`config.mk`:
```
export PLATFORM = sky130hd
export DESIGN_NAME = snowball_mem_port
export DESIGN_NICKNAME = d
export VERILOG_FILES = /design/src/hdl/snowball_pkg.sv /design/src/hdl/snowball_mem_port.sv
export SDC_FILE = /design/constraint.sdc
export NUM_CORES = 1
export LEC_CHECK = 0
export BUFFER_PORTS_ARGS = -buffer_cell sky130_fd_sc_hd__buf_2
export CAP_MARGIN = 10
export CORE_MARGIN = 10
export CORE_UTILIZATION = 40
export CTS_CLUSTER_SIZE = 10
export DETAILED_ROUTE_END_ITERATION = 8
export GPL_ROUTABILITY_DRIVEN = 0
export PLACE_DENSITY = 0.81
export SYNTH_ARGS = -nofsm -noshare
export SYNTH_HDL_FRONTEND = slang
export SYNTH_SLANG_ARGS = --single-unit
```
`constraint.sdc`:
```
create_clock -name CPU_CLK -period 3.6 [get_ports CPU_CLK]
set_clock_uncertainty 0.15 [all_clocks]
set_input_delay 0.72 -clock CPU_CLK [delete_from_list [all_inputs] [get_ports CPU_CLK]]
set_output_delay 0.72 -clock CPU_CLK [all_outputs]
set_load 0.1 [all_outputs]
```
`src/hdl/snowball_pkg.sv`:
```
`default_nettype none

package snowball_pkg;

  // --------------------------------------------------------------------------
  // Vector types
  // --------------------------------------------------------------------------
  typedef logic [31:0] word_t;    // Data word or word address
  typedef logic [7:0]  idx_t;     // Cache index or TLB index
  typedef logic [15:0] vtag_t;    // Virtual page tag, addr[31:16]
  typedef logic [15:0] ptag_t;    // Physical page tag from the TLB
  typedef logic [23:0] ctag_t;    // Cache line tag, paddr[31:8]
  typedef logic [1:0]  region_t;  // Physical addr[31:30]

  // --------------------------------------------------------------------------
  // Physical regions
  // --------------------------------------------------------------------------
  localparam region_t REGION_MEM     = 2'b00;  // Cacheable main memory
  localparam region_t REGION_NONE_01 = 2'b01;  // Unmapped, reads zero
  localparam region_t REGION_NONE_10 = 2'b10;  // Unmapped, reads zero
  localparam region_t REGION_DMA     = 2'b11;  // Uncached DMA space

  // Cache control FSM
  typedef enum logic [1:0]
  {
    IDLE      = 2'd0,
    LOOKUP    = 2'd1,
    WAIT_PORT = 2'd2,
    DONE      = 2'd3
  } cache_state_t;

endpackage

`default_nettype wire
```
`src/hdl/snowball_mem_port.sv`:
```
`timescale 1ns/1ps
`default_nettype none

module snowball_mem_port
(
  input  wire                 CPU_CLK,
  input  wire                 RST,
  // Cache side
  input  wire                 port_req,
  input  wire snowball_pkg::word_t port_addr,
  input  wire                 port_we,
  input  wire snowball_pkg::word_t port_wdata,
  output logic                port_done,
  output snowball_pkg::word_t port_rdata,
  // Main memory
  output logic                mem_req,
  output logic                mem_we,
  output snowball_pkg::word_t mem_addr,
  output snowball_pkg::word_t mem_wdata,
  input  wire                 mem_ack,
  input  wire snowball_pkg::word_t mem_rdata,
  // DMA space
  output logic                dma_read,
  output logic                dma_write,
  input  wire                 dma_read_ack,
  input  wire                 dma_write_ack,
  input  wire snowball_pkg::word_t dma_rdata
);

  import snowball_pkg::*;

  region_t region;

  assign region = port_addr[31:30];

  // --------------------------------------------------------------------------
  // Request lines and completion
  // --------------------------------------------------------------------------
  always_ff @(posedge CPU_CLK)
  begin
    if (RST)
    begin
      mem_req   <= 1'b0;
      mem_we    <= 1'b0;
      dma_read  <= 1'b0;
      dma_write <= 1'b0;
      port_done <= 1'b0;
    end
    else
    begin
      port_done <= 1'b0;
      if (port_req)
      begin
        case (region)
          REGION_MEM:
          begin
            mem_req <= 1'b1;
            mem_we  <= port_we;
          end
          REGION_DMA:
          begin
            dma_read  <= !port_we;
            dma_write <= port_we;
          end
          REGION_NONE_01, REGION_NONE_10:
            port_done <= 1'b1;  // Nothing out there, finish at once
        endcase
      end
      if (mem_req && mem_ack)
      begin
        mem_req   <= 1'b0;  // Drop on the edge that samples the ack
        mem_we    <= 1'b0;
        port_done <= 1'b1;
      end
      if (dma_read && dma_read_ack)
      begin
        dma_read  <= 1'b0;
        port_done <= 1'b1;
      end
      if (dma_write && dma_write_ack)
      begin
        dma_write <= 1'b0;
        port_done <= 1'b1;
      end
    end
  end

  // Address and data are shared by main memory and DMA
  always_ff @(posedge CPU_CLK)
  begin
    if (port_req)
    begin
      mem_addr  <= port_addr;
      mem_wdata <= port_wdata;
      if ((region == REGION_NONE_01) || (region == REGION_NONE_10))
        port_rdata <= '0;
    end
    if (mem_req && mem_ack && !mem_we)
      port_rdata <= mem_rdata;
    if (dma_read && dma_read_ack)
      port_rdata <= dma_rdata;
  end

endmodule

`default_nettype wire

```
# Yosys cells after proc, flatten, opt, wreduce, memory -nomap -nowiden
# Cells that the tools add are included.
[op_classes]
mux = 9
n_reduce_logical = 17
n_eq_ne = 3
[op_table]
columns = ["operator", "count"]
rows = [
  ["two-way mux 32 bit", 4],
  ["OR reduction 2 bit", 4],
  ["AND reduction 2 bit", 3],
  ["nonzero test 3 bit", 2],
  ["two-way mux 1 bit", 5],
  ["== test 2 bit, second input constant", 2],
  ["logical AND 1 bit", 4],
  ["== test 2 x 1 -> 1 bit, second input constant", 1],
  ["logical NOT 1 bit", 2],
  ["logical NOT 2 bit", 1],
  ["logical OR 1 bit", 1],
]
[totals]
reg_bits = 101
in_bits = 135
out_inout_bits = 101

# Logic depth before layout (Yosys ltp)
[logic_depth]
depth_word = 7
ltp_mapped = 4

# Worst setup path before layout
# Ideal clock, no wire load.
[synth_path]
path_type = "reg2reg"
startpoint = "reg mem_we"
endpoint = "reg port_rdata[0], enable pin"
required_time_ns = 2.891
setup_ns = 0.559
synth_period_minus_slack_ns = 2.983
n_path_buf = 2
path_slack_ns = 0.617
path_stages_with_launch = 5
t_arrival_ns = 2.274
path_cell_list = "dfxtp_1 -> and3b_1 -> buf_6 -> buf_6 -> nand3b_1"
[synth_via]
elab_chain_cells = 4
[synth_lines]
columns = ["element", "line_no", "rtl"]
rows = [
  ["start: declaration", "snowball_mem_port.sv:17", "output logic mem_we,"],
  ["start signal: assignment", "snowball_mem_port.sv:58", "mem_we <= port_we;"],
  ["logical NOT 1 bit *", "snowball_mem_port.sv:98", "if (mem_req && mem_ack && !mem_we)"],
  ["logical AND 1 bit *", "snowball_mem_port.sv:98", ""],
  ["nonzero test 3 bit (no source line)", "--", ""],
  ["AND reduction 2 bit (no source line) *", "--", ""],
  ["end signal: assignment", "snowball_mem_port.sv:99", "port_rdata <= mem_rdata;"],
  ["end signal: assignment", "snowball_mem_port.sv:101", "port_rdata <= dma_rdata;"],
  ["end: declaration", "snowball_mem_port.sv:14", "output snowball_pkg::word_t port_rdata,"],
]
# Mark *: on every way between the ends. The rest lies on a longest branch, timed or not.
# A chain may end at the register's enable or synchronous reset.

# Final worst setup path
[layout_path]
startpoint = "reg dma_read"
endpoint = "out dma_read"
[layout_rtl]
columns = ["element", "line_no", "rtl"]
rows = [
  ["start: declaration", "snowball_mem_port.sv:23", "output logic dma_read,"],
  ["start signal: assignment", "snowball_mem_port.sv:62", "dma_read <= !port_we;"],
]
# No word-level cell between the ends.

==> impl_metrics.py <==
metrics = {
    "clock_tree": {
        "cts_sinks": 101,
        "cts.clk_slew.worst_paths_ns": 0.11,
        "cts_tree": "done",
        "cts_buffer_depth": 2,
        "cts_hold_buffers": 0,
        "cts_made_buffers": 9,
        "cts_root_buf": "clkbuf_8",
        "clock_latency_ns": 0.34,
        "h-tree-depth": 3,
        "post_cts_buffers": 0,
        "cts_resized": 0,
    },
    "sta": {
        "hold-worst-slack_ns": 0.3821,
        "final_hold_viol_count": 0,
        "finalCritPeriodShare": 0.6437,
        "setup_tns_ns": 0,
        "finalCriticalPeriod_ns": 2.317,
        "maxSlewHeadroom": 0.4539,
        "rsz0062_at_grt": "false",
        "worst_pin_slew_ns": 0.8191,
        "setup_violations": 0,
        "fmax_mhz": 431.6,
        "slew_violations": 0,
    },
    "die": {
        "start_util": 0.4074,
        "core_area_um2": 9153,
        "die_w_um": 116.5,
        "fp.dieArea_um2": 13580,
        "die_h_um": 116.5,
        "rows": 35,
        "pin_count": 236,
    },
    "logic_synthesis": {
        "synthXorXnorAreaFrac": 0,
        "yosysTopAreaCell": "edfxtp_1",
        "synth_compound_area_frac": 0.09597,
        "yosysUniqueCellTypes": 24,
        "syn-num-nets": 337,
        "syn_avg_cell_area_um2": 18.64,
        "yosys-mux-area-fraction": 0,
        "seq_area_frac_synth": 0.8000,
        "synthAdderAreaFrac": 0.006711,
        "synthTopCellsByArea": "edfxtp_1 77%, a31o_1 6.8%, and3_1 5.5%",
        "yosysTopAreaCellShare": 0.7732,
        "yosysWarnings": 0,
        "syn_inst": 200,
        "synth_top_family_by_area": "compound AO/OA/AOI/OAI gates",
        "synthesis.area_um2": 3729,
        "yosys.area_share.simple": 0.06745,
        "synth-seq-cells": 101,
    },
    "power_and_ir_drop": {
        "p_sw_frac": 0.3933,
        "irDropWorstVdd_v": 0.0002974,
        "comb_power_share": 0.293,
        "p_int_mw": 1.771,
        "p_leak_nw": 2.398,
        "p_sw_mw": 1.148,
        "pwr-share-seq": 0.481,
        "p_per_area_nw_per_um2": 565.7,
        "pwr-share-clk": 0.226,
    },
    "grt": {
        "grt_max_degree": 71,
        "antenna_found_initial": 0,
        "grt_first_pass_wirelength_mm": 15.60,
        "grt_overflow": 0,
        "grt_pass1_vias": 3037,
        "track_usage": 0.1497,
    },
    "drt": {
        "viasPerCell": 4.930,
        "wl_per_cell_um": 19.82,
        "drc": 0,
        "detail_route.iter0.violations": 166,
        "wl_mm": 10.98,
        "ant_nets": 0,
        "vias": 2731,
        "drt_first_pass_iters": 4,
    },
    "cells_and_area": {
        "final_common_cell": "buf_2",
        "antenna_cells": 0,
        "drive_gt1_frac": 0.5892,
        "area_growth_pct": 38.42,
        "nFillCells": 758,
        "final_cell_mix": "235 x buf_2, 96 x edfxtp_1, 33 x and3_1",
        "nets": 575,
    },
    "run_status": {
        "outcome": "complete, no violations",
    },
    "placed_design": {
        "port_buffers": 235,
        "place_hpwl_mm": 8.718,
    },
    "setup_path": {
        "worstPathRequired_ns": 2.73,
        "arrival_ns": 1.45,
        "crit_type": "flop to output port",
        "critPathMaxFanout": 36,
        "critPathCaptureType": "output port",
        "cp-start-kind": "flop",
    },
    "run": {
        "drv_cap": 0,
    },
    "worst_hold_path": {
        "hp-class": "input pin to flop",
    },
}
[worst max-delay path, cell delays in order, from the launching register on]
cell	delay, ns
dfxtp_1	0.32
buf_4	0.29
buf_2	0.49
[cells by family after synthesis]
logic type                 Yosys count
DFF                                101
adders and majority gates            2
and+or+nand+nor                     40
AOI/OAI and AO/OA                   42
buffers and inverters               15
[cells in the mapped netlist, drive strengths merged]
cell      n
a2111oi   1
a21bo     1
a21boi    1
a21oi     3
a221oi    1
a22oi     1
a31o     32
a31oi     1
and3     33
and3b     1
buf       9
clkbuf    4
dfxtp     5
edfxtp   96
ha        2
inv       2
nand2     2
nand2b    1
nand3     1
nand3b    2
o21a      1
[final timing paths]
| kind | startpoint | endpoint | slack [ns] | cells past startpoint |
|---|---|---|---|---|
| worst max-delay path | dma_read$_SDFFE_PP0P_ | dma_read | 1.28 | 2 |
| worst min-delay path | port_wdata[2] | mem_wdata[2]$_DFFE_PP_ | 0.38 | 1 |
| worst max register to register | mem_req$_SDFFE_PP0P_ | port_rdata[24]$_DFFE_PP_ | 1.55 | 4 |
| worst min register to register | mem_req$_SDFFE_PP0P_ | mem_req$_SDFFE_PP0P_ | 0.42 | 2 |
[sequential cells by signal, indices dropped and copies added (netlist names)]
signal      count
dma_read        1
dma_write       1
mem_addr       32
mem_req         1
mem_wdata      32
mem_we          1
port_done       1
port_rdata     32
[metal layers]
layer | track usage | up-vias | wire (um)
met2 | 0.2843 | 130 | 6126
met3 | 0.06215 | 14 | 996
met4 | 0.04448 | 0 | 178
met5 | 0 | - | 0
li1 | - | 1284 | -
met1 | 0.1433 | 1303 | 3681
[per-stage QoR]
stage                     cell area (um2)    util  cells  setup WS [ns]  power (mW)
after floorplan                      3729       -    200         0.6171       2.103
after global placement               4977  0.5438    538          1.217       2.281
after detailed placement             4977  0.5438    538          1.161       2.292
after CTS                            5161  0.5639    554          1.253       2.951
after global routing                 5161  0.5639    554          1.218       3.023
final                                5161  0.5639    554          1.283       2.920
[layout make-up]
class	instances	area, um2	area share
clock inverters	6	56.30	0.01091
flip-flops and latches	101	2983	0.5779
inverters	2	7.507	0.001455
clock buffers	10	127.6	0.02473
well taps	111	138.9	0.02691
repair buffers	240	1214	0.2352
multi-input cells	84	634.4	0.1229
[power by group through the flow]
stage,Sequential (mW),Clock [mW],Combinational [mW]
2_1_floorplan,2.06,0,0.0456
3_3_place_gp,1.43,0,0.851
3_5_place_dp,1.43,0,0.859
4_1_cts,1.41,0.685,0.860
5_1_grt,1.41,0.731,0.878
6_report,1.40,0.661,0.855
(Power assumes the default switching activity.)
